$ cat src/rtl/ita_settings.svh
// Build-time sizes of the dense-layer datapath
`ifndef ITA_SETTINGS_SVH
`define ITA_SETTINGS_SVH

// Output lanes per vector
`define ITA_N 4

// Elements per input tile
`define ITA_M 4

`define ITA_WI 8

// Accumulator width per lane
`define ITA_WO 26

`define ITA_FIFO_DEPTH 4

// Holds a tile count of 1 to 15
`define ITA_TILE_W 4

`endif

$ cat src/rtl/ita_data_pkg.sv
// Datapath word types for operands, bias, accumulators, requantized output
// and the requantization parameters
`default_nettype none

`include "ita_settings.svh"

package ita_data_pkg;

  typedef logic signed [`ITA_WI-1:0] data_t;
  typedef logic signed [23:0]        bias_elem_t;
  typedef logic signed [`ITA_WO-1:0] acc_t;

  typedef data_t      [`ITA_M-1:0] inp_t;
  // Row n of the tile feeds lane n
  typedef inp_t       [`ITA_N-1:0] weight_t;
  typedef bias_elem_t [`ITA_N-1:0] bias_t;
  typedef acc_t       [`ITA_N-1:0] oup_t;
  typedef data_t      [`ITA_N-1:0] requant_oup_t;

  typedef logic        [7:0] eps_mult_t;
  typedef logic        [4:0] right_shift_t;
  typedef logic signed [7:0] add_t;

endpackage

`default_nettype wire

$ cat src/rtl/ita_dotp_acc.sv
// Operand register, N-lane dot product and per-lane accumulator
`default_nettype none

`include "ita_settings.svh"

module ita_dotp_acc
  import ita_data_pkg::*;
(
  input  logic    clk_i,
  input  logic    rst_ni,
  input  logic    calc_en_i,
  input  logic    first_tile_i,
  input  inp_t    inp_i,
  input  weight_t weight_i,
  input  bias_t   bias_i,
  output oup_t    result_o
);

  inp_t    inp_q;
  weight_t weight_q;
  bias_t   bias_q;
  logic    calc_en_q;
  logic    first_tile_q;
  oup_t    dotp;
  oup_t    acc_q;

  always_ff @(posedge clk_i, negedge rst_ni) begin
    if (!rst_ni) begin
      calc_en_q    <= 1'b0;
      first_tile_q <= 1'b0;
    end else begin
      calc_en_q    <= calc_en_i;
      first_tile_q <= first_tile_i;
    end
  end

  always_ff @(posedge clk_i) begin
    if (calc_en_i) begin
      inp_q    <= inp_i;
      weight_q <= weight_i;
      bias_q   <= bias_i;
    end
  end

  // Products sign-extended to accumulator width before the sum
  always_comb begin
    for (int n = 0; n < `ITA_N; n++) begin
      dotp[n] = '0;
      for (int m = 0; m < `ITA_M; m++) begin
        dotp[n] = dotp[n] + acc_t'(weight_q[n][m]) * acc_t'(inp_q[m]);
      end
    end
  end

  always_ff @(posedge clk_i) begin
    if (calc_en_q) begin
      for (int n = 0; n < `ITA_N; n++) begin
        acc_q[n] <= first_tile_q ? dotp[n] + acc_t'(bias_q[n]) : acc_q[n] + dotp[n];
      end
    end
  end

  assign result_o = acc_q;

endmodule

`default_nettype wire

$ cat config.mk
export PLATFORM = sky130hd
export DESIGN_NAME = ita_dotp_acc
export DESIGN_NICKNAME = d
export VERILOG_FILES = /design/src/rtl/ita_data_pkg.sv /design/src/rtl/ita_dotp_acc.sv
export VERILOG_INCLUDE_DIRS = /design/src /design/src/rtl
export SDC_FILE = /design/constraint.sdc
export NUM_CORES = 2
export LEC_CHECK = 0
export BUFFER_PORTS_ARGS = -buffer_cell sky130_fd_sc_hd__buf_2
export CAP_MARGIN = 25
export CELL_PAD_IN_SITES_DETAIL_PLACEMENT = 1
export CELL_PAD_IN_SITES_GLOBAL_PLACEMENT = 1
export CORE_UTILIZATION = 51
export DETAILED_ROUTE_END_ITERATION = 6
export PLACE_DENSITY = 0.92
export SLEW_MARGIN = 10
export SYNTH_ARGS = -nofsm -noshare
export SYNTH_HDL_FRONTEND = slang
export SYNTH_SLANG_ARGS = --single-unit
$ cat constraint.sdc
create_clock -name clk_i -period 11.9 [get_ports clk_i]
set_clock_uncertainty 0.2 [all_clocks]
set_input_delay 1.785 -clock clk_i [delete_from_list [all_inputs] [get_ports clk_i]]
set_output_delay 1.785 -clock clk_i [all_outputs]
set_load 0.01 [all_outputs]
==> reports/metrics.csv <==
metric,value,unit
grt_use_met2,62.0,%
die_x,359,um
clk_path_buf_depth,3,
ios,364,
hold_path.class,reg2reg,
outcome,"complete, no violations",
post-route-min-period,11.07,ns
vias_per_cell,5.73,
rsz0062_at_grt,no,
fin_util,56.2,%
clock_sinks,362,
cp_slowest_cell,edfxtp_1,
ff2ff_setup_slack,0.83,ns
syn-num-nets,8515,
holdPathStages,2,
slew_headroom,24.0,%
async_reset_ff_share,0.552,%
synth_area_per_cell,10.2,um^2
grtUsageMet3,6.24,%
ys.flop_type,edfxtp_1,
detailroute.via_count,48200,
nFillCells,13800,
grt_pass1_wl,332,mm
max_freq,0.0904,GHz
initial_core_util,51.6,%
drtAntennaViolNets,0,
gp_congestion,0.948,
placedCellCount,8302,
arrival,11.40,ns
critPathKind,reg2reg,
hold_viol,0,
ff2ff_path_depth,34,
cp_max_fo,19,
r2r-end,result_o[76],
critPathLaunchType,flop,
dr.pass1.iters,6,
area_growth,8.84,%
stdcell_count,8406,
mostFrequentLayoutCells,"inv_1, fa_1, ha_1",
grt.busiest_layer,met2,
synth_edf_count,360,
drt_iter0_drc,3037,
post_drt_wl_per_cell,25.9,um
synth_seq_cells,362,
synth.distinct_cells,80,
cts_hold_buf,0,
r2r-start,inp_q[25],
slew_violations,0,
clk_pin_slew,0.07,ns
grt_max_degree,92,
core_area,126000,um^2
htreeDepth,2,
critPathMostFrequentCell,fa_1,
cts_root_buf,clkbuf_16,
drt_wl_total,218,mm
drive_gt1_share,8.17,%
synth_area,65000,um^2
drc,0,
grt_use_total,34.3,%
critical_path_required,12.24,ns
min-delay-start,bias_q[48],
fin_crit_sh,93.0,%
final_common_cell,inv_1,
dieArea,129000,um^2
die_y,359,um
synth_seq_area_share,16.7,%
dp_hpwl,183,mm
whs_endpoint,result_o[52],
cp-end-kind,flop,
worst-slew-pin-transition,1.13,ns
antenna_found_initial,18,
cts_tree,done,
placementRows,130,
clk_latency,0.70,ns
cts_setup_buffers,0,
slowest_delay,1.06,ns
first_global_vias,58100,
nets,8873,
cts_inserted_buffers,50,
overflow,0,
cap_violations,0,
setup_tns,0,ns
port_buffers,363,
cts_resized,0,
yosysWarningCount,0,
syn-instance-count,6350,
finalSetupViolCount,0,
fin_hold_ws,0.478,ns
grtUsageMet1,34.5,%
## cells in the mapped netlist (4+ instances only)
cell | n | share of area, %
a211oi_1 | 25 | 0.29
xnor2_1 | 175 | 2.4
a41o_1 | 4 | 0.062
a2111oi_0 | 6 | 0.081
o41a_1 | 5 | 0.087
o21ai_0 | 145 | 1.1
nand2_1 | 485 | 2.8
clkbuf_1 | 121 | 0.70
edfxtp_1 | 360 | 17
o21bai_1 | 34 | 0.39
a21o_1 | 79 | 0.91
o21a_1 | 21 | 0.24
ha_1 | 596 | 11
or3_1 | 24 | 0.23
a21boi_0 | 12 | 0.14
nor3b_1 | 6 | 0.069
nor2b_1 | 76 | 0.73
o31ai_1 | 11 | 0.13
a21oi_1 | 195 | 1.5
a31oi_1 | 20 | 0.19
xor2_1 | 78 | 1.1
nor2_1 | 156 | 0.90
mux2_2 | 9 | 0.16
nand2b_1 | 64 | 0.62
fa_1 | 1309 | 40
nor3_1 | 35 | 0.27
a211o_1 | 11 | 0.15
nand4_1 | 8 | 0.077
o21ba_2 | 4 | 0.062
o211ai_1 | 15 | 0.17
and2_1 | 536 | 5.2
and3_1 | 19 | 0.18
nor4_1 | 4 | 0.038
o41ai_1 | 5 | 0.067
or2_2 | 5 | 0.048
nand3_1 | 37 | 0.28
mux2i_1 | 9 | 0.14
a41oi_1 | 4 | 0.054
o22ai_1 | 7 | 0.067
and4_1 | 4 | 0.054
inv_1 | 1571 | 9.1
## worst max-delay path, delay by kind of cell (launching register included)
| kind | cells | cell delay (ns) |
|---|---|---|
| DFF | 1 | 1.06 |
| and+or+nand+nor | 6 | 1.32 |
| AOI/OAI and AO/OA | 13 | 2.91 |
| buffers and inverters | 4 | 0.50 |
| xor gates and xnor gates | 1 | 0.17 |
| adders and majority gates | 10 | 4.74 |
## registers in the layout (all words and copies together) (netlist names)
register and flops:
first_tile_q 1, calc_en_q 1, weight_q 128, inp_q 32, result_o 104, bias_q 96
## cell type report
cell class	count	area, um^2	share of cell area, %
flip-flops and latches	362	10900	15.4
multi-input cells	4293	47800	67.6
well taps	1650	2060	2.92
clock buffers	58	1300	1.84
inverters	1571	5900	8.33
diodes	9	22.5	0.0318
repair buffers	430	2410	3.40
clock inverters	33	394	0.557
## cells by family (layout without fill, tap and decap cells)
family          count (synthesis)  count (layout)  share of synthesized area [%]
buf+inv                      1695            2092                           9.78
xor+xnor                      255             255                           3.48
fa+ha+maj                    1905            1905                           51.8
simple gates                 1467            1467                           11.6
other cells                     0               9                              0
mux                            18              18                          0.294
compound gates                648             648                           6.44
flops                         362             362                           16.7
## metal layers
metal	wire length, um	vias to the layer above
met5	83	-
met4	20000	12
met3	12700	1043
met2	114000	2044
met1	70600	24900
li1	-	20200
## worst max-delay path by stage
| stage | startpoint | end | slack [ns] | cells after the start |
|---|---|---|---|---|
| after global placement | inp_q[17] | result_o[25] | 1.36 | 33 |
| after CTS | inp_q[17] | result_o[102] | 0.94 | 33 |
| after floorplan | inp_q[7] | result_o[50] | 2.54 | 31 |
| after detailed placement | inp_q[17] | result_o[102] | 1.0 | 33 |
| after global routing | inp_q[2] | result_o[76] | 0.41 | 35 |
| final | inp_q[25] | result_o[76] | 0.83 | 34 |
## metrics by stage
step | worst slack (ns) | area (um^2)
2_1_floorplan | 2.54 | 65000
3_3_place_gp | 1.36 | 69000
3_5_place_dp | 0.997 | 69000
4_1_cts | 0.939 | 70700
5_1_grt | 0.408 | 70800
6_report | 0.832 | 70800
Power is not shown: default switching activity piles up to over one toggle a cycle in this logic, so the estimate is an artifact.
