$ cat config.mk
export PLATFORM = sky130hd
export DESIGN_NAME = ita_controller
export DESIGN_NICKNAME = d
export VERILOG_FILES = /design/src/rtl/ita_ctrl_pkg.sv /design/src/rtl/ita_controller.sv
export VERILOG_INCLUDE_DIRS = /design/src /design/src/rtl
export SDC_FILE = /design/constraint.sdc
export NUM_CORES = 1
export LEC_CHECK = 0
export BUFFER_PORTS_ARGS = -buffer_cell sky130_fd_sc_hd__buf_2
export CAP_MARGIN = 30
export CORE_MARGIN = 5
export CORE_UTILIZATION = 35
export DETAILED_ROUTE_END_ITERATION = 6
export GPL_TIMING_DRIVEN = 0
export PLACE_DENSITY = 0.58
export SLEW_MARGIN = 25
export SYNTH_ARGS = -nofsm -noshare
export SYNTH_HDL_FRONTEND = slang
export SYNTH_SLANG_ARGS = --single-unit
$ cat constraint.sdc
create_clock -name clk_i -period 2.8 [get_ports clk_i]
set_input_delay 0.28 -clock clk_i [delete_from_list [all_inputs] [get_ports clk_i]]
set_output_delay 0.28 -clock clk_i [all_outputs]
set_load 0.005 [all_outputs]
$ cat src/rtl/ita_settings.svh
// Build-time sizes of the dense-layer datapath
`ifndef ITA_SETTINGS_SVH
`define ITA_SETTINGS_SVH

// Output lanes per vector
`define ITA_N 4

// Elements per input tile
`define ITA_M 4

`define ITA_WI 8

// Accumulator width per lane
`define ITA_WO 26

`define ITA_FIFO_DEPTH 4

// Holds a tile count of 1 to 15
`define ITA_TILE_W 4

`endif

$ cat src/rtl/ita_ctrl_pkg.sv
// Control types for activation select and tile counting
`default_nettype none

`include "ita_settings.svh"

package ita_ctrl_pkg;

  typedef enum logic [0:0] {
    IDENTITY = 1'b0,
    RELU     = 1'b1
  } activation_e;

  // Tile position inside one output
  typedef logic [`ITA_TILE_W-1:0] tile_cnt_t;

endpackage

`default_nettype wire

$ cat src/rtl/ita_controller.sv
// Tile sequencer with input, weight and bias accept, tile position,
// output FIFO credits and busy flag
`default_nettype none

`include "ita_settings.svh"

module ita_controller
  import ita_ctrl_pkg::*;
(
  input  logic      clk_i,
  input  logic      rst_ni,
  input  tile_cnt_t tiles_i,
  input  logic      inp_valid_i,
  input  logic      inp_weight_valid_i,
  input  logic      inp_bias_valid_i,
  output logic      inp_ready_o,
  output logic      inp_weight_ready_o,
  output logic      inp_bias_ready_o,
  input  logic      pop_i,
  input  logic      in_flight_i,
  input  logic      fifo_empty_i,
  output logic      calc_en_o,
  output logic      first_tile_o,
  output logic      last_tile_o,
  output logic      busy_o
);

  localparam int unsigned credit_w = $clog2(`ITA_FIFO_DEPTH + 1);

  typedef logic [credit_w-1:0] credit_t;

  tile_cnt_t tile_q;
  credit_t   credit_q;
  logic      has_credit;
  logic      take_credit;

  assign first_tile_o = (tile_q == '0);
  assign last_tile_o  = (tile_q == tile_cnt_t'(tiles_i - 1'b1));
  assign has_credit   = (credit_q != '0);

  // A new output needs its bias and a free FIFO slot
  assign calc_en_o = inp_valid_i & inp_weight_valid_i &
                     (~first_tile_o | (inp_bias_valid_i & has_credit));

  assign inp_ready_o        = calc_en_o;
  assign inp_weight_ready_o = calc_en_o;
  assign inp_bias_ready_o   = calc_en_o & first_tile_o;
  assign take_credit        = calc_en_o & first_tile_o;

  always_ff @(posedge clk_i, negedge rst_ni) begin
    if (!rst_ni) begin
      tile_q <= '0;
    end else if (calc_en_o) begin
      tile_q <= last_tile_o ? '0 : tile_q + 1'b1;
    end
  end

  // Credits return when the output side pops a word
  always_ff @(posedge clk_i, negedge rst_ni) begin
    if (!rst_ni) begin
      credit_q <= credit_t'(`ITA_FIFO_DEPTH);
    end else begin
      credit_q <= credit_q + credit_t'(pop_i) - credit_t'(take_credit);
    end
  end

  // Busy while mid-output, in the pipeline or waiting in the FIFO
  assign busy_o = (tile_q != '0) | in_flight_i | ~fifo_empty_i;

endmodule

`default_nettype wire

==> impl_metrics.py <==
metrics = {
    "synthesis": {
        "ys_warn_count": 0,
        "synth_top_area_share_pct": 27.97,
        "syn_nets": 71,
        "avgSynthCellArea_sq_um": 10.13,
        "ys.flop_type": "dfrtp_1",
        "ys_seq_elements": 7,
        "synth_top_area_cell": "dfrtp_1",
        "synthArstFlopShare_pct": 100.0,
        "synth_area_sq_um": 536.8,
        "synth.area.top_cells": "dfrtp_1, ha_1, xnor2_1",
        "synthDistinctLibCells": 28,
        "postSynthCellCount": 53,
        "synth_edf_count": 0,
        "yosysSeqAreaShare_pct": 32.87,
    },
    "worst_setup_path": {
        "worstPathArrival_ns": 2.74,
        "end_kind": "flop",
        "cp.buffers_inverters": 2,
        "critPathKind": "flop to flop",
        "path_cells": "inv_1 -> ha_1 -> nor3b_4 -> a21oi_4 -> and2_1 -> ha_1 -> inv_1 -> ha_1 -> fa_1 -> xnor2_1 -> xnor2_1",
        "path_common_cell": "ha_1",
        "crit_fanout": 9,
        "critical_path.top_delay_family": "adder cells",
        "cpPeakStageDelay_ns": 0.41,
        "crit_required_ns": 2.98,
        "cp-start-kind": "flop",
        "crit_slowest_cell": "dfrtp_1",
    },
    "detailed_routing": {
        "viasPerCell": 4.667,
        "drc": 0,
        "routed.top_layer": "met3",
        "drt_wl_total_microns": 1067,
        "drtAntennaViolNets": 0,
        "m1WireLength_microns": 487,
        "wl_met2_microns": 513,
        "wl_met3_microns": 67,
        "vias": 434,
        "drtPass1Iterations": 1,
        "wl_per_cell_microns": 11.47,
        "drt_iter0_markers": 0,
    },
    "floorplanning": {
        "dieWidth_microns": 49.16,
        "std_cell_rows": 14,
        "core_area_sq_um": 1489,
        "initial_core_util_pct": 36.05,
        "die_h_microns": 49.16,
        "ios": 19,
        "dieArea_sq_um": 2417,
    },
    "cts": {
        "numCtsBuffers": 3,
        "insertion_delay_ns": 0.25,
        "cts.htree.levels": 1,
        "cts_root_buf": "clkbuf_4",
        "cts.sinks": 7,
        "path_clk_slew_ns": 0.06,
        "max-clock-path-buffers": 2,
        "cts_tree": "built",
    },
    "sta": {
        "rsz0062_at_grt": "no",
        "max_clock_freq_mhz": 390.6,
        "finalCritPeriodShare_pct": 91.43,
        "relSlewSlack_pct": 70.03,
        "period_needed_ns": 2.560,
        "fin_setup_tns_ns": 0,
        "worst_pin_slew_ns": 0.4469,
        "hold_viol_final": 0,
        "finClkSkew_ns": 0.008168,
        "finalSetupViolations": 0,
        "finalMaxSlewViolations": 0,
    },
    "power_and_ir_drop": {
        "p_switching_mw": 0.1701,
        "ir_worst_vdd_v": 0.0003019,
        "swShare_pct": 36.40,
        "pwr-share-seq_pct": 39.3,
        "p_leak_nw": 0.3472,
        "clkPwrFrac_pct": 19.6,
        "powerDensity_nw_per_um2": 658.6,
        "internal-power_mw": 0.2972,
        "pwr-share-comb_pct": 41.1,
    },
    "flow_run": {
        "maxCapViolations": 0,
    },
    "place": {
        "io_buffers": 18,
        "gp_congestion": 0.7512,
        "place_hpwl_microns": 863.8,
        "placed_cell_area_sq_um": 646.9,
    },
    "global_routing": {
        "gr-total-overflow": 0,
        "antenna_found_initial": 0,
        "grt_max_degree": 10,
        "grt_pass1_vias": 421,
        "grt.total_usage_pct": 9.856,
        "grt_pass1_wl_microns": 1842,
    },
    "finish": {
        "diodes": 0,
        "final_area_sq_um": 709.4,
        "drive_above_1_share_pct": 40.26,
        "layout.nets": 96,
        "area_growth_pct": 32.17,
    },
    "status": {
        "outcome": "complete, no violations",
    },
    "worst_hold_path": {
        "hold_class": "input pin to flop",
    },
}
timing repair:
item | in CTS | in global routing
setup endpoints to repair | 0 | 1
buffers inserted | 0 | 1
hold endpoints to repair | 6 | 0
hold buffers | 1 | 0
gates resized for setup | 0 | 3
synthesized netlist by cell type, drive strengths merged, types with 2 or more instances:
cell / count
inv: 8
dfrtp: 6
ha: 5
nand2: 4
xnor2: 4
a2111oi: 2
a21oi: 2
buf: 2
nand3: 2
nor2: 2
nor3: 2
o21ai: 2
xor2: 2
power by group through the flow:
stage	Sequential [mW]	Combinational, mW	Clock (mW)
floorplan	0.172	0.146	0
global placement	0.179	0.181	0
detailed placement	0.179	0.186	0
CTS	0.178	0.189	0.0931
global route	0.190	0.227	0.0987
finish	0.184	0.192	0.0915
sequential cells by signal, indices dropped and copies added (netlist names):
register and cells:
credit_q 3, tile_q 4
stage by stage:
step | setup slack [ns] | power [mW] | hold WS (ns) | utilization [%] | cells
after floorplan | 0.2356 | 0.3186 | -0.01559 | - | 53
after global placement | 0.07778 | 0.3608 | 0.1244 | 43.45 | 87
after detailed placement | 0.07966 | 0.3655 | 0.1208 | 43.45 | 87
after CTS | 0.03964 | 0.4601 | 0.2507 | 45.88 | 92
after global routing | 0.008548 | 0.5160 | 0.2587 | 47.65 | 93
final | 0.2400 | 0.4672 | 0.2555 | 47.65 | 93
cells in the final DEF, fill, tap and decap left out, drive strengths merged:
| master | instances |
|---|---|
| buf | 21 |
| inv | 8 |
| dfrtp | 6 |
| ha | 5 |
| nand2 | 4 |
| xnor2 | 4 |
| clkbuf | 4 |
| xor2 | 2 |
| nor2 | 2 |
| a21oi | 2 |
| nor3 | 2 |
| nand3 | 2 |
| a2111oi | 2 |
| o21ai | 2 |
| nor3b | 1 |
| o31ai | 1 |
| and2 | 1 |
| xnor3 | 1 |
| nand3b | 1 |
| mux2i | 1 |
| o22ai | 1 |
| o211ai | 1 |
| fa | 1 |
| dfstp | 1 |
| dlygate4sd3 | 1 |
worst paths after layout:
kind / startpoint / endpoint / slack [ns] / cells after the start
hold reg to reg: credit_q[1] / credit_q[2] / 0.61 / 2
hold / removal: pop_i / credit_q[0] / 0.26 / 2
max in group asynchronous: rst_ni / credit_q[2] / 2.19 / 2
setup reg to reg: tile_q[0] / credit_q[2] / 0.24 / 11
min in group asynchronous: rst_ni / credit_q[0] / 0.38 / 2
setup / recovery: tile_q[0] / credit_q[2] / 0.24 / 11
layer usage:
layer / up-vias / global-route usage [%]
met5: - / 0
met1: 200 / 11.78
met4: 0 / 6.726
met3: 0 / 3.364
li1: 224 / -
met2: 10 / 14.59
kinds of logic (layout without fill, tap and decap cells):
| kind of cell | after synthesis | count (layout) | synth area share [%] |
|---|---|---|---|
| and+or+nand+nor | 13 | 13 | 14.68 |
| xor gates and xnor gates | 7 | 7 | 13.99 |
| AOI/OAI and AO/OA | 9 | 9 | 12.82 |
| buffers and inverters | 10 | 34 | 8.391 |
| adders and majority gates | 6 | 6 | 15.38 |
| muxes | 1 | 1 | 1.865 |
| DFF | 7 | 7 | 32.87 |
area by class of cell:
cell class	count	area (sq um)
Fill cell	150	779.5
Multi-Input combinational cell	36	334.1
Sequential cell	7	176.4
Timing Repair Buffer	20	107.6
Inverter	8	30.03
Clock buffer	4	26.28
Tap cell	16	20.02
Buffer	2	15.01
worst reg2reg max path, stage by stage, from the launching register on:
cell and delay (ns):
dfrtp_1 0.41, inv_1 0.10, ha_1 0.15, nor3b_4 0.29, a21oi_4 0.15, and2_1 0.20, ha_1 0.27, inv_1 0.04
ha_1 0.18, fa_1 0.38, xnor2_1 0.18, xnor2_1 0.15
(Power assumes the default switching activity.)
