File: src/rtl/ita_settings.svh
// Build-time sizes of the dense-layer datapath
`ifndef ITA_SETTINGS_SVH
`define ITA_SETTINGS_SVH

// Output lanes per vector
`define ITA_N 4

// Elements per input tile
`define ITA_M 4

`define ITA_WI 8

// Accumulator width per lane
`define ITA_WO 26

`define ITA_FIFO_DEPTH 4

// Holds a tile count of 1 to 15
`define ITA_TILE_W 4

`endif

File: src/rtl/ita_ctrl_pkg.sv
// Control types for activation select and tile counting
`default_nettype none

`include "ita_settings.svh"

package ita_ctrl_pkg;

  typedef enum logic [0:0] {
    IDENTITY = 1'b0,
    RELU     = 1'b1
  } activation_e;

  // Tile position inside one output
  typedef logic [`ITA_TILE_W-1:0] tile_cnt_t;

endpackage

`default_nettype wire

File: src/rtl/ita_data_pkg.sv
// Datapath word types for operands, bias, accumulators, requantized output
// and the requantization parameters
`default_nettype none

`include "ita_settings.svh"

package ita_data_pkg;

  typedef logic signed [`ITA_WI-1:0] data_t;
  typedef logic signed [23:0]        bias_elem_t;
  typedef logic signed [`ITA_WO-1:0] acc_t;

  typedef data_t      [`ITA_M-1:0] inp_t;
  // Row n of the tile feeds lane n
  typedef inp_t       [`ITA_N-1:0] weight_t;
  typedef bias_elem_t [`ITA_N-1:0] bias_t;
  typedef acc_t       [`ITA_N-1:0] oup_t;
  typedef data_t      [`ITA_N-1:0] requant_oup_t;

  typedef logic        [7:0] eps_mult_t;
  typedef logic        [4:0] right_shift_t;
  typedef logic signed [7:0] add_t;

endpackage

`default_nettype wire

File: src/rtl/ita_requant_act.sv
// Requantizer with int8 saturation, then identity or ReLU activation
`default_nettype none

`include "ita_settings.svh"

module ita_requant_act
  import ita_data_pkg::*;
  import ita_ctrl_pkg::*;
(
  input  logic         clk_i,
  input  logic         rst_ni,
  input  logic         calc_en_i,
  input  logic         calc_en_q_i,
  input  eps_mult_t    eps_mult_i,
  input  right_shift_t right_shift_i,
  input  add_t         add_i,
  input  activation_e  activation_i,
  input  oup_t         result_i,
  output requant_oup_t data_o
);

  localparam int max_val = 2 ** (`ITA_WI - 1) - 1;
  localparam int min_val = -(2 ** (`ITA_WI - 1));

  typedef logic signed [`ITA_WO+9:0] wide_t;

  requant_oup_t requant_q;
  requant_oup_t act_q;

  function automatic data_t requant_lane(
    input acc_t         acc,
    input eps_mult_t    mult,
    input right_shift_t shift,
    input add_t         add
  );
    wide_t scaled;
    // Multiplier is unsigned, so widen it with a zero sign bit
    scaled = (wide_t'(acc) * wide_t'($signed({1'b0, mult}))) >>> shift;
    scaled = scaled + wide_t'(add);
    if (scaled > wide_t'(max_val)) begin
      return data_t'(max_val);
    end else if (scaled < wide_t'(min_val)) begin
      return data_t'(min_val);
    end
    return scaled[`ITA_WI-1:0];
  endfunction

  always_ff @(posedge clk_i, negedge rst_ni) begin
    if (!rst_ni) begin
      requant_q <= '0;
    end else if (calc_en_i) begin
      for (int n = 0; n < `ITA_N; n++) begin
        requant_q[n] <= requant_lane(result_i[n], eps_mult_i, right_shift_i, add_i);
      end
    end
  end

  always_ff @(posedge clk_i, negedge rst_ni) begin
    if (!rst_ni) begin
      act_q <= '0;
    end else if (calc_en_q_i) begin
      for (int n = 0; n < `ITA_N; n++) begin
        act_q[n] <= (activation_i == RELU && requant_q[n] < 0) ? '0 : requant_q[n];
      end
    end
  end

  assign data_o = act_q;

endmodule

`default_nettype wire

File: config.mk
export PLATFORM = sky130hd
export DESIGN_NAME = ita_requant_act
export DESIGN_NICKNAME = d
export VERILOG_FILES = /design/src/rtl/ita_ctrl_pkg.sv /design/src/rtl/ita_data_pkg.sv /design/src/rtl/ita_requant_act.sv
export VERILOG_INCLUDE_DIRS = /design/src /design/src/rtl
export SDC_FILE = /design/constraint.sdc
export NUM_CORES = 2
export LEC_CHECK = 0
export BUFFER_PORTS_ARGS = -buffer_cell sky130_fd_sc_hd__buf_2
export CAP_MARGIN = 20
export CORE_UTILIZATION = 45
export CTS_CLUSTER_SIZE = 16
export DETAILED_ROUTE_END_ITERATION = 10
export PLACE_DENSITY_LB_ADDON = 0.3
export SYNTH_ARGS = -nofsm -noshare
export SYNTH_HDL_FRONTEND = slang
export SYNTH_SLANG_ARGS = --single-unit
export TNS_END_PERCENT = 5
File: constraint.sdc
create_clock -name clk_i -period 1.75 [get_ports clk_i]
set_clock_uncertainty 0.2 [all_clocks]
set_input_delay 0.35 -clock clk_i [delete_from_list [all_inputs] [get_ports clk_i]]
set_output_delay 0.35 -clock clk_i [all_outputs]
set_load 0.01 [all_outputs]
==> metrics.json <==
{
  "routing": {
    "route.antenna.remaining_nets": 0,
    "met2RoutedLength_mm": 91.6,
    "detailedRoute.firstIterationViolations": 4031,
    "routed_wire_length_per_instance_um": 19.5,
    "num_vias": 54100,
    "dr.pass1.iters": 8,
    "top_layer": "met4",
    "wl_mm": 183,
    "route.detailed.vias_per_inst": 5.76,
    "wl_met3_mm": 9.86,
    "drc": 0,
    "met1Wirelength_mm": 72.3
  },
  "logic_synthesis": {
    "synth_warnings": 0,
    "synth.top_cell.area_share_pct": 26.7,
    "yosys.area_share.adder_pct": 37.5,
    "synth-compound-area-share_pct": 21.5,
    "synthesis.area_um2": 48900,
    "synth_mux_area_share_pct": 5.01,
    "synthCells": 6318,
    "ys_seq_elements": 64,
    "synth_cell_types": 99,
    "seq_area_frac_synth_pct": 3.28,
    "synth_edf_count": 0,
    "avgSynthCellArea_um2": 7.74,
    "post_synth_xor_area_fraction_pct": 3.90,
    "largest_family_of_logic_cells_by_synthesized_area": "adder cells",
    "post_synth_main_area_contributors": "sky130_fd_sc_hd__fa_1, sky130_fd_sc_hd__ha_1, sky130_fd_sc_hd__nand2_1",
    "synth.largest_area_cell": "sky130_fd_sc_hd__fa_1",
    "synth-main-ff-cell": "sky130_fd_sc_hd__dfrtp_1",
    "synth_simple_gate_area_share_pct": 20.8,
    "synth_nets": 7520,
    "share_of_synthesized_flip_flops_with_an_asynchronous_set_or_reset_pct": 100
  },
  "cts": {
    "clock_sinks": 64,
    "ctsLongestPathBuffers": 2,
    "tritoncts.num_buffers": 9,
    "clock_tree_from_tritoncts": "built",
    "clk-insertion-delay-late_ns": 0.33,
    "worst_path_clk_slew_ns": 0.06,
    "cts_htree_levels": 3,
    "root_buffer": "sky130_fd_sc_hd__clkbuf_16"
  },
  "floorplan": {
    "floorplan.initialDensity_pct": 45.5,
    "core-area_um2": 107000,
    "die_width_um": 332,
    "die_area_um2": 110000,
    "num_io_pins": 162,
    "floorplan.die.height_um": 332,
    "core.rowCount": 120
  },
  "place": {
    "placement.cell_area_um2": 64700,
    "gp_congestion": 1.02,
    "dp_worst_setup_slack_ns": -8.05,
    "dp_hpwl_mm": 150,
    "numPortBuffers": 161,
    "dp.cells": 9269
  },
  "layout": {
    "layout_common_cells": "sky130_fd_sc_hd__buf_4, sky130_fd_sc_hd__nand2_1, sky130_fd_sc_hd__inv_1",
    "layout.cell_area.non_filler_um2": 68000,
    "regArea_um2": 1600,
    "final_common_cell": "sky130_fd_sc_hd__buf_4",
    "syn2layout_area_growth_pct": 39.2,
    "post_layout_nonfiller_instances": 9399,
    "layout-drive-gt1-share_pct": 31.8,
    "area_used_by_multi_input_combinational_logic_um2": 46000,
    "fillerInstances": 9189,
    "design.final.nets": 9190
  },
  "critical_path": {
    "critical-path-top-delay-family": "compound AO/OA/AOI/OAI gates",
    "worstSetupPathDepth": 35,
    "worst_path_largest_cell_delay_ns": 0.59,
    "crit_buf_inv": 7,
    "path_class": "in -> reg",
    "worst_ep_arrival_time_ns": 9.25,
    "timing.critical_path.required_ns": 1.79,
    "endpoint_kind": "flop",
    "critical_path.most_common_cell": "sky130_fd_sc_hd__fa_1",
    "worstSetupStartpoint": "eps_mult_i[4]",
    "regToRegStartpoint": "requant_q[23]$_DFFE_PN0P_",
    "register_to_register_setup_slack_ns": 0.58,
    "crit_end": "requant_q[3]$_DFFE_PN0P_",
    "critical_path_peak_fanout": 7,
    "worstSetupStartpointType": "primary input",
    "critical_path.slowest_cell": "sky130_fd_sc_hd__fa_1",
    "timing.rr.end": "data_o[20]$_DFFE_PN0P_",
    "worst_r2r_path_depth": 3
  },
  "timing": {
    "tightest_slew_ns": 0.767,
    "worst_hold_slack_ns": 0.169,
    "report.final.hold_viol_count": 0,
    "slew_viol_final": 0,
    "worst_slack_ns": -7.46,
    "slew_headroom_pct": 48.5,
    "timing.final.crit_period_ns": 9.21,
    "fmaxAchievable_mhz": 109,
    "setup-violations-final": 32,
    "grt_setup_unrepaired": "yes",
    "final_min_period_over_clock_period_pct": 526
  },
  "global_route": {
    "gr-total-overflow": 0,
    "grt_start_max_net_pins": 55,
    "grt_pass1_vias": 56400,
    "grt_pass1_wl_mm": 294,
    "grt_antenna_before_repair": 5,
    "grt_use_total_pct": 32.7
  },
  "run": {
    "max_cap_violations": 0
  },
  "run_status": {
    "run_status": "finished with violations",
    "failed_checks": "setup timing"
  },
  "worst_hold_path": {
    "hold_path.startpoint": "calc_en_q_i",
    "min_path_type": "in -> reg"
  }
}
per-stage QoR:
stage               setup TNS [ns]  util, %
floorplan                  -213.88        -
global placement           -249.56     60.3
detailed placement         -251.73     60.3
CTS                        -228.63     62.0
global route               -241.93     63.4
finish                     -230.84     63.4
registers in the layout, summed over array words and instances (netlist names):
signal     flops
requant_q     32
data_o        32
cell type report:
cell class / count / area share [%]
Antenna cell: 3 / 0.0110
Clock inverter: 5 / 0.0570
Sequential cell: 64 / 2.35
Inverter: 705 / 3.90
Tap cell: 1403 / 2.58
Clock buffer: 11 / 0.372
Multi-Input combinational cell: 5216 / 67.6
Timing Repair Buffer: 1992 / 23.2
worst min path at each step:
| stage | to | slack, ns | cells after the start |
|---|---|---|---|
| 2_1_floorplan | data_o[0]$_DFFE_PN0P_ | -0.15 | 0 |
| 3_3_place_gp | data_o[6]$_DFFE_PN0P_ | 0.05 | 1 |
| 3_5_place_dp | data_o[6]$_DFFE_PN0P_ | 0.06 | 1 |
| 4_1_cts | data_o[18]$_DFFE_PN0P_ | 0.17 | 2 |
| 5_1_grt | data_o[18]$_DFFE_PN0P_ | 0.19 | 2 |
| 6_report | data_o[18]$_DFFE_PN0P_ | 0.17 | 2 |
routing by layer:
layer	GRT usage, %	vias to the layer above
li1	-	25200
met1	39.6	26500
met2	59.4	1953
met3	2.44	525
met4	14.2	0
met5	0	-
cells in the mapped netlist (33+ instances only):
cell	instances
sky130_fd_sc_hd__a211oi_1	103
sky130_fd_sc_hd__nor2b_1	42
sky130_fd_sc_hd__ha_1	420
sky130_fd_sc_hd__o211ai_1	56
sky130_fd_sc_hd__nand4_1	67
sky130_fd_sc_hd__o21ai_0	272
sky130_fd_sc_hd__or3_1	33
sky130_fd_sc_hd__and3_1	52
sky130_fd_sc_hd__a21oi_1	392
sky130_fd_sc_hd__clkbuf_1	301
sky130_fd_sc_hd__nand3_1	104
sky130_fd_sc_hd__mux2_2	50
sky130_fd_sc_hd__xor2_1	76
sky130_fd_sc_hd__a31oi_1	60
sky130_fd_sc_hd__nor2_1	343
sky130_fd_sc_hd__and2_1	289
sky130_fd_sc_hd__xnor2_1	140
sky130_fd_sc_hd__a221oi_1	41
sky130_fd_sc_hd__o22ai_1	46
sky130_fd_sc_hd__nor3_1	83
sky130_fd_sc_hd__dfrtp_1	64
sky130_fd_sc_hd__a21o_1	137
sky130_fd_sc_hd__inv_1	701
sky130_fd_sc_hd__fa_1	652
sky130_fd_sc_hd__nand2_1	969
sky130_fd_sc_hd__nor4_1	38
sky130_fd_sc_hd__mux2i_1	130
sky130_fd_sc_hd__o21a_1	64
what timing repair did:
item,CTS,global route
endpoints found under the hold margin,11,0
gates resized for setup,183,197
pin swaps,102,146
cloned,11,3
endpoints found under the setup margin,32,32
hold buffers,1,0
buffers inserted,48,48
worst reg2reg max path, delay by kind of cell, from the launching register on:
kind,cells,cell delay (ns)
DFF,1,0.40
and+or+nand+nor,2,0.33
AOI/OAI and AO/OA,1,0.13
logic make-up (layout without fill, tap and decap cells):
group,after synthesis,in the layout
AOI/OAI and AO/OA,1560,1560
xor gates and xnor gates,217,217
adders and majority gates,1072,1072
buffers and inverters,1038,2713
DFF,64,64
muxes,206,206
other,0,3
and+or+nand+nor,2161,2161
Power is left out: the tool's default activity adds up to more than one toggle a clock period on the data nets, which glitch-free logic cannot reach.
