File: src/rtl/ita_settings.svh
// Build-time sizes of the dense-layer datapath
`ifndef ITA_SETTINGS_SVH
`define ITA_SETTINGS_SVH

// Output lanes per vector
`define ITA_N 4

// Elements per input tile
`define ITA_M 4

`define ITA_WI 8

// Accumulator width per lane
`define ITA_WO 26

`define ITA_FIFO_DEPTH 4

// Holds a tile count of 1 to 15
`define ITA_TILE_W 4

`endif

File: src/rtl/ita_data_pkg.sv
// Datapath word types for operands, bias, accumulators, requantized output
// and the requantization parameters
`default_nettype none

`include "ita_settings.svh"

package ita_data_pkg;

  typedef logic signed [`ITA_WI-1:0] data_t;
  typedef logic signed [23:0]        bias_elem_t;
  typedef logic signed [`ITA_WO-1:0] acc_t;

  typedef data_t      [`ITA_M-1:0] inp_t;
  // Row n of the tile feeds lane n
  typedef inp_t       [`ITA_N-1:0] weight_t;
  typedef bias_elem_t [`ITA_N-1:0] bias_t;
  typedef acc_t       [`ITA_N-1:0] oup_t;
  typedef data_t      [`ITA_N-1:0] requant_oup_t;

  typedef logic        [7:0] eps_mult_t;
  typedef logic        [4:0] right_shift_t;
  typedef logic signed [7:0] add_t;

endpackage

`default_nettype wire

File: src/rtl/ita_output_fifo.sv
// Output FIFO (registered read side) and the valid/ready output port
`default_nettype none

`include "ita_settings.svh"

module ita_output_fifo
  import ita_data_pkg::*;
(
  input  logic         clk_i,
  input  logic         rst_ni,
  input  logic         push_i,
  input  requant_oup_t data_i,
  input  logic         ready_i,
  output logic         valid_o,
  output requant_oup_t data_o,
  output logic         empty_o,
  output logic         pop_o
);

  localparam int unsigned depth = `ITA_FIFO_DEPTH;
  localparam int unsigned ptr_w = (depth > 1) ? $clog2(depth) : 1;
  localparam int unsigned cnt_w = $clog2(depth + 1);

  typedef logic [ptr_w-1:0] ptr_t;
  typedef logic [cnt_w-1:0] cnt_t;

  requant_oup_t mem_q [depth];
  ptr_t         wr_ptr_q;
  ptr_t         rd_ptr_q;
  cnt_t         cnt_q;

  function automatic ptr_t next_ptr(input ptr_t ptr);
    return (ptr == ptr_t'(depth - 1)) ? '0 : ptr + 1'b1;
  endfunction

  assign empty_o = (cnt_q == '0);
  assign valid_o = ~empty_o;
  assign pop_o   = valid_o & ready_i;
  assign data_o  = empty_o ? '0 : mem_q[rd_ptr_q];

  always_ff @(posedge clk_i, negedge rst_ni) begin
    if (!rst_ni) begin
      wr_ptr_q <= '0;
      rd_ptr_q <= '0;
      cnt_q    <= '0;
    end else begin
      if (push_i) begin
        wr_ptr_q <= next_ptr(wr_ptr_q);
      end
      if (pop_o) begin
        rd_ptr_q <= next_ptr(rd_ptr_q);
      end
      cnt_q <= cnt_q + cnt_t'(push_i) - cnt_t'(pop_o);
    end
  end

  // Controller credits keep a push from finding the FIFO full
  always_ff @(posedge clk_i) begin
    if (push_i) begin
      mem_q[wr_ptr_q] <= data_i;
    end
  end

endmodule

`default_nettype wire

File: config.mk
export PLATFORM = sky130hd
export DESIGN_NAME = ita_output_fifo
export DESIGN_NICKNAME = d
export VERILOG_FILES = /design/src/rtl/ita_data_pkg.sv /design/src/rtl/ita_output_fifo.sv
export VERILOG_INCLUDE_DIRS = /design/src /design/src/rtl
export SDC_FILE = /design/constraint.sdc
export NUM_CORES = 1
export LEC_CHECK = 0
export BUFFER_PORTS_ARGS = -buffer_cell sky130_fd_sc_hd__clkbuf_2
export CAP_MARGIN = 10
export CORE_UTILIZATION = 30
export CTS_CLUSTER_DIAMETER = 50
export DETAILED_ROUTE_END_ITERATION = 10
export PLACE_DENSITY = 0.54
export SLEW_MARGIN = 15
export SYNTH_ARGS = -nofsm -noshare
export SYNTH_HDL_FRONTEND = slang
export SYNTH_SLANG_ARGS = --single-unit
File: constraint.sdc
create_clock -name clk_i -period 2.74 [get_ports clk_i]
set_input_delay 0.548 -clock clk_i [delete_from_list [all_inputs] [get_ports clk_i]]
set_output_delay 0.548 -clock clk_i [all_outputs]
set_load 0.01 [all_outputs]
==> results of run 1 <==
## what timing repair did
action / CTS / global route
hold endpoints to repair: 7 / 0
resized for setup: 1 / 1
hold buffers: 1 / 0
endpoints found under the setup margin: 7 / 1
pin swaps: 0 / 0
## metal layers
layer | global-route usage | up-vias | wire, µm
li1 | - | 1140 | -
met1 | 0.148 | 1260 | 4430
met2 | 0.186 | 65 | 4690
met3 | 0.0450 | 13 | 437
met4 | 0.0524 | 0 | 147
met5 | 0 | - | 0
## flip-flops by register name, summed over array words and instances (netlist names)
name / cells
cnt_q: 3
mem_q: 128
rd_ptr_q: 2
wr_ptr_q: 2
## how the worst max path moves through the flow
stage | startpoint | to | slack (ps) | cells past startpoint
detailed placement | rd_ptr_q[0] | data_o[1] | 410 | 4
floorplan | cnt_q[1] | cnt_q[2] | 540 | 9
CTS | rd_ptr_q[0] | data_o[1] | 20 | 4
global placement | rd_ptr_q[0] | data_o[0] | 450 | 4
global route | rd_ptr_q[0] | data_o[2] | 8 | 4
finish | rd_ptr_q[0] | data_o[2] | 130 | 4
## cells in the final DEF, fill, tap and decap left out, drive strengths merged
cell,synthesis,routed
edfxtp,128,128
clkbuf,4,88
and2,36,36
mux4,32,32
inv,8,9
buf,7,9
ha,7,7
bufinv,0,7
dfrtp,7,7
clkinvlp,0,3
xnor2,2,2
o21ai,2,2
mux2,2,2
clkinv,0,2
or3,1,1
o31ai,1,1
or3b,1,1
nor2,1,1
nand2,1,1
fa,1,1
dlygate4sd3,0,1
## worst register-to-register path: stages (launching register included)
cell                      delay, ps
sky130_fd_sc_hd__dfrtp_1        440
sky130_fd_sc_hd__o31ai_1        380
sky130_fd_sc_hd__inv_1          110
sky130_fd_sc_hd__ha_1           300
sky130_fd_sc_hd__inv_1           60
sky130_fd_sc_hd__ha_1           120
sky130_fd_sc_hd__inv_1           40
sky130_fd_sc_hd__fa_1           380
sky130_fd_sc_hd__xnor2_1        190
sky130_fd_sc_hd__xnor2_1        140
## where the power goes
group / internal (mW) / switching, mW
logic: 1.13 / 1.06
registers: 2.66 / 0.182
clock network: 1.79 / 0.821
total: 5.58 / 2.07
## area by class of cell
type                    instances  area (µm²)
clock buffers                  18         429
clock inverters                13         251
fillers                      1605       10600
inverters                       8        30.0
multi-input cells              87        1150
flip-flops and latches        135        4020
well taps                     225         282
repair buffers                 80         507
## cells by family after synthesis
logic type | after synthesis
and+or+nand+nor | 40
xor gates and xnor gates | 2
muxes | 34
AOI/OAI and AO/OA | 3
DFF | 135
adders and majority gates | 8
buffers and inverters | 19
## stage by stage
step,area [µm²],setup slack [ps]
after global placement,5980,451
after CTS,6670,19.8
final,6680,127
after global routing,6680,8.06
after floorplan,5300,537
after detailed placement,5980,414
==> results.md, run 1 <==
- The run finished with clean final reports.
- The worst setup path is launched from a register.
- The number of antenna violations at the first check in global routing is 0.
- Synthesis inferred 135 register bits.
- The share of synthesized area in the top cell type comes to 0.725.
- Static timing analysis puts the maximum clock frequency at 0.383 GHz.
- STA classifies the critical path endpoint as an output pin.
- The detailed router finished its first iteration with 147 violations.
- On the critical path the largest part of the delay comes from flip-flops.
- The worst-case IR drop observed on VDD is 0.414 mV.
- The core area is 17300 µm².
- The via count of the first global-routing pass is 2699.
- The tightest hold path in the finished design has a slack of 350 ps.
- The signal on the critical path passes through buf_12, mux4_1, and2_1, clkbuf_2.
- The number of search-and-repair iterations in the first detailed-routing pass is 4.
- Port buffering added 70 buffers.
- The number of top-level design ports is 71.
- The count of final setup violators is 0.
- The layout cell share with drive strength beyond 1 is 0.428.
- Clock-pin slew was measured on the worst setup and hold paths at 60 ps.
- The commonest cells after synthesis are sky130_fd_sc_hd__edfxtp_1 (128), sky130_fd_sc_hd__and2_1 (36), sky130_fd_sc_hd__mux4_2 (28), sky130_fd_sc_hd__inv_1 (8).
- The global router's overall resource usage is 0.119.
- Synthesis produced 241 cells.
- The worst register-to-register path begins at cnt_q[1].
- Summed over all layers, the routed wires come to 9.71 mm.
- The most common cell in the synthesized netlist is sky130_fd_sc_hd__edfxtp_1.
- The setup check on the worst reg-to-reg path leaves a slack of 510 ps.
- Dividing the detail-routed wire length by the instance count gives 17.2 µm.
- The tightest min-delay check is of the primary input to register type.
- In this run the remaining antenna-violating nets after routing total 0.
- The final RePlAce weighted congestion is 0.644.
- The clock net in this run drives a total of 135 sinks.
- The number of different library cells used by synthesis comes to 20.
- The largest single stage delay on the critical path is 560 ps.
- Adding up every negative setup slack in the final design gives 0 ps.
- Detailed placement ended at an HPWL of 5.95 mm.
- After synthesis, the largest family of logic cells by area is multiplexers.
- The antenna diode count is 0.
- The routed layout has 2478 vias.
- The synthesized net count is 285.
- The number of non-filler instances in the completed layout is 566.
- The longest clock path from root to sink contains 2 buffers.
- The library cell used as clock root buffer is sky130_fd_sc_hd__clkbuf_16.
- Dividing the final minimum period by the clock period gives 0.954.
- The compound-gate portion of the synthesized area was 0.00331.
- The number of failing hold endpoints at the final stage came to 0.
- The total number of H-tree levels is 4.
- Entering global routing, the biggest net connects 35 pins.
- The clock period could shrink to 2610 ps.
- The largest individual stage delay along the critical path comes from the cell sky130_fd_sc_hd__dfrtp_4.
- The die width is 135 µm.
- The synthesized design contains 128 enable-type register cells.
- In the routed design, unresolved DRC markers number 0.
- The mux share of post-synthesis cell area is 0.143.
- Along the worst hold path, the cell count comes to 1.
- The global route total overflow is 0.
- In this run the most critical hold path is launched from data_i[17].
- The number of warnings issued by yosys is 0.
- The tool flagged a number of max-cap violations equal to 0.
- The first global-routing pass estimated 15.0 mm of wire.
- The die covers 18200 µm².
- The area added between synthesis and finish is 26.0%.
- After synthesis, the share of flip-flops with an asynchronous set or reset is 0.0519.
- Dividing total power by cell area gives a power density of 1150 nW/µm².
- Of the total synthesized cell area, the portion taken by AND, OR, NAND and NOR gates is 0.0468.
- The ratio of routed vias to standard cells is 4.38.
- The number of placed cells counting well taps is 534.
- For the worst setup path, the data required time is 2190 ps.
- Of the synthesized area, sequential elements account for 0.758.
- Of the total synthesized cell area, the portion taken by XOR and XNOR cells is 0.00331.
- The measured slew at the worst slew-check pin is 531 ps.
- Measured on the finished design, the core utilization comes to 0.386.
- Between clock sinks in the finished design, the worst skew comes to 6.02 ps.
- For this run, the leading register cell type out of synthesis is sky130_fd_sc_hd__edfxtp_1.
- By area the synthesized netlist is led by sky130_fd_sc_hd__edfxtp_1 (73%), sky130_fd_sc_hd__mux4_2 (12%), sky130_fd_sc_hd__and2_1 (4.3%).
- For this configuration, the core starts out at a cell density of 0.306.
- Counting the buffers created by CTS gives 17.
- The capture point of the worst reg-to-reg path is cnt_q[2].
- The die is 135 µm tall.
- The worst register-to-register path has a depth of 9.
- Of the total synthesized cell area, the portion taken by full adders, half adders and majority gates is 0.0203.
- The per-instance average area after synthesis is 22.0 µm².
- The critical path buffer and inverter count is 2.
- Along the worst path, the maximum fanout reaches 17.
- The total power draw is 7.65 mW.
- The synthesized design spends more area on one cell type than any other, namely sky130_fd_sc_hd__edfxtp_1.
- The kind of critical path is register to output pin.
- In this run the static leakage power is 2.38 nW.
- The count of buffers added by post-CTS timing repair for setup is 0.
- The relative slew slack is 0.646.
- The number of pins with negative max-slew slack in the final report is 0.
- The clock reaches the later pin of the worst-skew pair after 410 ps.
- The initialized floorplan defines 48 standard-cell rows.
- The clock tree from TritonCTS is done.
- Setup repair after global routing left no endpoint under its margin.
- The endpoint of the worst hold path is mem_q[2][17].
- The layout net count is 373.
- The synthesized netlist occupies a cell area of 5300 µm².
- The signal arrival time at the worst endpoint is 2070 ps.
(Power assumes the default switching activity.)
==> run 2: changes to the inputs <==
- MAX_ROUTING_LAYER: unset -> met4
==> results.md, run 2 (same netlist as run 1, synthesis figures left out) <==
- The count of buffers added by post-CTS timing repair for setup is 0 (unchanged).
- The library cell used as clock root buffer is sky130_fd_sc_hd__clkbuf_16.
- The number of buffers added on ports is 70 (unchanged).
- The startpoint of the lowest-slack register-to-register path is cnt_q[1].
- The total number of H-tree levels was 4 (unchanged).
- The clock latency reported for the late side of the worst-skew pair is 410 ps (about the same).
- Setup repair after global routing left no endpoint under its margin.
- The placement-stage worst setup slack is 414 ps (unchanged).
- The type of the tightest min-delay check is primary input to register.
- TritonCTS built the clock tree.
- The core area is 17300 µm² (unchanged).
- For hold timing, the worst endpoint is mem_q[2][17].
- The kind of critical path is register to output pin.
- The count of final setup violators was 0 (unchanged).
- The final RePlAce weighted congestion came to 0.650 (+0.85%).
- The die outline area came to 18200 µm² (unchanged).
- The wire length of the first global-routing pass was 15.1 mm (+0.18%).
- The number of pins with negative max-slew slack in the final report was 0 (unchanged).
- The wire length per cell after detailed routing came to 17.2 µm (about the same).
- The standby leakage power is 2.38 nW (unchanged).
- The remaining number of nets flagged by the antenna check after routing is 0 (unchanged).
- In this run the critical register-to-register path is captured at cnt_q[2].
- The number of clock buffers inserted by TritonCTS is 17 (unchanged).
- The worst reg2reg path depth is 9 (unchanged).
- The number of buffers on the longest clock path was 2 (unchanged).
- The fmax is 0.382 GHz (about the same).
- The pin count of the biggest net entering global routing was 35 (unchanged).
- The signal arrival time at the worst endpoint is 2070 ps (about the same).
- The final sum of negative setup slack is 0 ps (unchanged).
- The worst ir drop on vdd is 0.414 mV (about the same).
- The area added between synthesis and finish is 26.0% (unchanged).
- The number of cell rows is 48 (unchanged).
- The effective utilization at floorplan is 0.306 (unchanged).
- The data required time of the worst path is 2190 ps (about the same).
- The relative slew slack is 0.646 (about the same).
- The final HPWL from detailed placement is 5.95 mm (unchanged).
- The antenna diode count is 0 (unchanged).
- The number of design rule violations left after detail routing is 0 (unchanged).
- Leaving out fill and tap cells, the most frequent cell in the layout is sky130_fd_sc_hd__edfxtp_1.
- The starting DRC count in detailed routing is 150 (+2.0%).
- The largest register by flop count is mem_q.
- The via count of the first global-routing pass is 2696 (-0.11%).
- The number of antenna violations at the first check in global routing is 0 (unchanged).
- The number of clock sinks is 135 (unchanged).
- The global router's overall resource usage is 0.123 (+0.00348).
- The ratio of routed vias to standard cells was 4.39 (+0.24%).
- The measured slew at the worst slew-check pin is 532 ps (+0.537 ps).
- The layout cell share with drive strength beyond 1 came to 0.428 (unchanged).
- The worst clock skew is 7.63 ps (+1.61 ps).
- In the layout the commonest cells are sky130_fd_sc_hd__edfxtp_1 (128), sky130_fd_sc_hd__clkbuf_2 (70), sky130_fd_sc_hd__and2_1 (32).
- The final critical-path share of the clock period is 0.954 (about the same).
- The worst min-delay path startpoint is data_i[17].
- The die width is 135 µm (unchanged).
- The number of cells traversed by the worst hold path is 1 (unchanged).
- STA classifies the critical path startpoint as a register.
- The number of failing hold endpoints at the final stage came to 0 (unchanged).
- The slack of the worst reg-to-reg path is 510 ps (about the same).
- The number of top-level design ports was 71 (unchanged).
- The highest net fanout along the worst path was 17 (unchanged).
- The kind of end point of the critical path is an output pin.
- The via count was 2484 (+0.24%).
- The clock edge transition at the registers on the reported setup and hold paths was 60 ps (about the same).
- The number of search-and-repair iterations in the first detailed-routing pass is 4 (unchanged).
- The number of non-filler instances in the completed layout was 566 (unchanged).
- The worst setup margin was 125 ps (-1.62 ps).
- The number of flip-flops under the largest register name was 128 (unchanged).
- The max-capacitance violation count was 0 (unchanged).
- The overall die height is 135 µm (unchanged).
- The global route total overflow is 0 (unchanged).
- The run finished with clean final reports.
- The layout net count is 373 (unchanged).
- The power density normalized to cell area is 1150 nW/µm² (about the same).
- The detailed-route wire length is 9.72 mm (about the same).
- The number of placed cells counting well taps came to 534 (unchanged).
- The time the worst path needs with I/O delays and setup is 2610 ps (+1.62 ps).
- The largest registers in the layout are mem_q: 128 flops, cnt_q: 3 flops.
## run 2: cell counts in the layout (fill, tap and decap cells not counted)
No cell type changed its count.
## run 2: worst max-delay path by stage
stage | start | end | slack, ps | cells past startpoint
after global routing | rd_ptr_q[0] | data_o[2] | 9 | 4
after detailed placement | rd_ptr_q[0] | data_o[1] | 410 | 4
after floorplan | cnt_q[1] | cnt_q[2] | 540 | 9
after CTS | rd_ptr_q[0] | data_o[1] | 20 | 4
after global placement | rd_ptr_q[0] | data_o[0] | 450 | 4
final | rd_ptr_q[0] | data_o[2] | 130 | 4
## run 2: repair_timing
item / CTS / global route
hold buffers: 1 / 0
endpoints found under the setup margin: 7 / 1
endpoints found under the hold margin: 7 / 0
gates resized for setup: 1 / 1
## run 2: cell type report
cell class              instances  area, µm²
repair buffers                 80        507
multi-input cells              87       1150
fillers                      1605      10600
inverters                       8       30.0
flip-flops and latches        135       4020
clock inverters                13        251
well taps                     225        282
clock buffers                  18        429
## run 2: worst max-delay path: stages (launching register included)
cell and delay (ps):
sky130_fd_sc_hd__dfrtp_4 560, sky130_fd_sc_hd__buf_12 230, sky130_fd_sc_hd__mux4_1 550, sky130_fd_sc_hd__and2_1 170, sky130_fd_sc_hd__clkbuf_2 120
## run 2: metal layers
layer	share of wire	vias up	global-route usage	wire length (µm)
met5	0	-	-	0
met4	0.015	0	0.0524	149
met3	0.044	16	0.0439	431
met2	0.48	69	0.186	4680
met1	0.46	1259	0.148	4460
li1	-	1140	-	-
## run 2: through the flow
stage	instance area (µm²)	power (mW)	hold WS [ps]	utilization
2_1_floorplan	5300	4.35	252	-
3_3_place_gp	5980	5.13	405	0.346
3_5_place_dp	5980	5.16	408	0.346
4_1_cts	6670	7.80	322	0.386
5_1_grt	6680	8.06	330	0.386
6_report	6680	7.65	352	0.386
## run 2: power breakdown
group	internal (mW)	switching, mW	total (mW)
sequential	2.66	0.182	2.85
clock	1.79	0.822	2.61
combinational	1.13	1.06	2.19
==> run 3: changes to the inputs <==
- CORE_ASPECT_RATIO: unset -> 0.7
- PLACE_DENSITY: 0.54 -> unset
- PLACE_DENSITY_LB_ADDON: unset -> 0.12
==> results.md, run 3 (same netlist as run 1, synthesis figures left out) <==
- The die outline area is 18200 µm² (about the same).
- The worst ir drop on vdd is 0.420 mV (+1.4%).
- The effective utilization at floorplan is 0.308 (+0.00142).
- The layout cell share with drive strength beyond 1 is 0.423 (-0.00541).
- The number of placed cells counting well taps came to 541 (+1.3%).
- The count of cells resized by post-cts repair is 0 (-1).
- The number of design rule violations left after detail routing was 0 (unchanged).
- The power density normalized to cell area is 1110 nW/µm² (-2.9%).
- The via count was 2518 (+1.4%).
- The ratio of routed vias to standard cells is 4.39 (about the same).
- The number of cells traversed by the worst hold path is 1 (unchanged).
- The overall die height came to 113 µm (-16%).
- The standby leakage power is 2.34 nW (-1.6%).
- The remaining number of nets flagged by the antenna check after routing is 0 (unchanged).
- The signal arrival time at the worst endpoint is 1960 ps (-110 ps).
- The register area is 4020 µm² (about the same).
- The measured slew at the worst slew-check pin was 506 ps (-25.3 ps).
- The kind of critical path is register to output pin.
- The final HPWL from detailed placement is 6.36 mm (+6.9%).
- The largest registers in the layout are mem_q: 128 flops, cnt_q: 3 flops.
- The kind of end point of the critical path is an output pin.
- The number of failing hold endpoints at the final stage is 0 (unchanged).
- The number of top-level design ports is 71 (unchanged).
- The root buffer cell chosen for the clock tree is sky130_fd_sc_hd__clkbuf_16.
- The data required time of the worst path is 2190 ps (about the same).
- The quantity of hold-fixing buffers added after cts was 1 (unchanged).
- The internal power component came to 5.20 mW (-6.8%).
- The critical path goes through buf_4, mux4_1, and2_1, clkbuf_2.
- The final sum of negative setup slack came to 0 ps (unchanged).
- The wire length of the first global-routing pass is 16.1 mm (+6.9%).
- The area added between synthesis and finish is 24.2%.
- The die width was 161 µm (+19%).
- TritonCTS built the clock tree.
- The highest net fanout along the worst path is 15 (-2).
- The total number of H-tree levels is 4 (unchanged).
- The via count of the first global-routing pass was 2788 (+3.4%).
- The detailed-route wire length was 10.3 mm (+5.9%).
- The worst setup margin is 228 ps (+103 ps).
- The number of cell rows is 40 (-17%).
- The clock edge transition at the registers on the reported setup and hold paths was 60 ps (about the same).
- The largest register by flop count is mem_q.
- The antenna diode count is 0 (unchanged).
- Setup repair after global routing left no endpoint under its margin.
- The worst clock skew was 5.17 ps (-2.46 ps).
- The number of antenna violations at the first check in global routing is 0 (unchanged).
- The largest stage delay on the critical path came to 580 ps (+20 ps).
- The number of clock buffers inserted by TritonCTS came to 17 (unchanged).
- The worst reg2reg path depth is 9 (unchanged).
- The count of buffers added by post-CTS timing repair for setup is 0 (unchanged).
- The final RePlAce weighted congestion came to 0.667 (+2.6%).
- The run finished with clean final reports.
- The global router's overall resource usage is 0.127 (+0.00412).
- The count of final setup violators is 0 (unchanged).
- The number of fill cells in the layout came to 1630 (+1.6%).
- The portion of total power attributed to sequential cells was 0.384 (+0.012).
- The starting DRC count in detailed routing is 125 (-17%).
- The time the worst path needs with I/O delays and setup is 2510 ps (-103 ps).
- The relative contribution of the clock network to total power is 0.308 (-0.034).
- The placement-stage worst setup slack is 446 ps (+31.6 ps).
- The clock latency reported for the late side of the worst-skew pair was 410 ps (about the same).
- The slowest cell on the critical path is sky130_fd_sc_hd__mux4_1.
- The switching power of the nets is 2.11 mW (+2.2%).
- The net switching fraction of the power came to 0.289 (+0.0186).
- The relative slew slack is 0.662 (+0.0168).
- The number of buffers on the longest clock path was 2 (unchanged).
- The number of non-filler instances in the completed layout was 574 (+1.4%).
- The number of search-and-repair iterations in the first detailed-routing pass was 4 (unchanged).
- The share of total power in combinational logic is 0.308 (+0.022).
- The slack of the worst reg-to-reg path is 470 ps (-40 ps).
- The type of the tightest min-delay check is primary input to register.
- The max-capacitance violation count came to 0 (unchanged).
- The combined area of the multi-input logic cells came to 1150 µm² (unchanged).
- The number of buffers added on ports is 70 (unchanged).
- The fmax is 0.398 GHz (+4.1%).
- The global route total overflow is 0 (unchanged).
- The element type at the critical path start is a register.
- In the layout the commonest cells are sky130_fd_sc_hd__edfxtp_1 (128), sky130_fd_sc_hd__clkbuf_2 (70), sky130_fd_sc_hd__and2_1 (32).
- The number of pins with negative max-slew slack in the final report is 0 (unchanged).
- The number of flip-flops under the largest register name is 128 (unchanged).
- The final critical-path share of the clock period is 0.917 (-0.0377).
- The wire length per cell after detailed routing is 17.9 µm (+4.5%).
- The layout net count is 374 (+0.27%).
- The most common cell after layout, fill and taps aside is sky130_fd_sc_hd__edfxtp_1.
- The number of clock sinks is 135 (unchanged).
- The pin count of the biggest net entering global routing is 28 (-20%).
- The core area is 17200 µm² (-0.46%).
[run 3: cell count changes in the layout (fill, tap and decap cells not counted), sizes merged]
cell	change
clkinvlp	-1
clkinv	+6
bufinv	-4
buf	+1
[run 3: layer usage]
| metal | vias to the layer above | GRT usage | share of wire |
|---|---|---|---|
| li1 | 1141 | - | - |
| met1 | 1303 | 0.155 | 0.47 |
| met2 | 62 | 0.194 | 0.46 |
| met3 | 12 | 0.0455 | 0.054 |
| met4 | 0 | 0.0453 | 0.013 |
| met5 | - | - | 0 |
[run 3: final cells by class]
cell class,count,share of cell area
well taps,231,0.0439
flip-flops and latches,135,0.611
clock buffers,18,0.0652
inverters,8,0.00456
multi-input cells,87,0.175
repair buffers,81,0.0757
clock inverters,14,0.0240
[run 3: final timing paths]
check,from,endpoint
setup / recovery,rd_ptr_q[0],data_o[31]
hold / removal,data_i[31],mem_q[2][31]
setup reg to reg,cnt_q[1],cnt_q[2]
hold reg to reg,cnt_q[1],cnt_q[2]
max in group asynchronous,rst_ni,rd_ptr_q[1]
min in group asynchronous,rst_ni,wr_ptr_q[1]
[run 3: worst max-delay path: cells and delay by family (launching register included)]
kind / cells / cell delay [ps]
buffers and inverters: 2 / 420
DFF: 1 / 380
muxes: 1 / 580
and+or+nand+nor: 1 / 180
[run 3: power groups by stage]
stage	Sequential [mW]	Combinational (mW)	Clock [mW]
2_1_floorplan	2.78	1.57	0
3_3_place_gp	2.84	2.33	0
3_5_place_dp	2.86	2.32	0
4_1_cts	2.82	2.33	2.31
5_1_grt	2.85	2.48	2.39
6_report	2.81	2.25	2.25
[run 3: stage by stage]
step	hold slack (ps)	util	cell area, µm²	power (mW)
6_report	356	0.382	6580	7.32
5_1_grt	342	0.382	6580	7.72
4_1_cts	336	0.382	6580	7.46
3_5_place_dp	405	0.347	5980	5.18
3_3_place_gp	404	0.347	5980	5.18
2_1_floorplan	252	-	5300	4.35
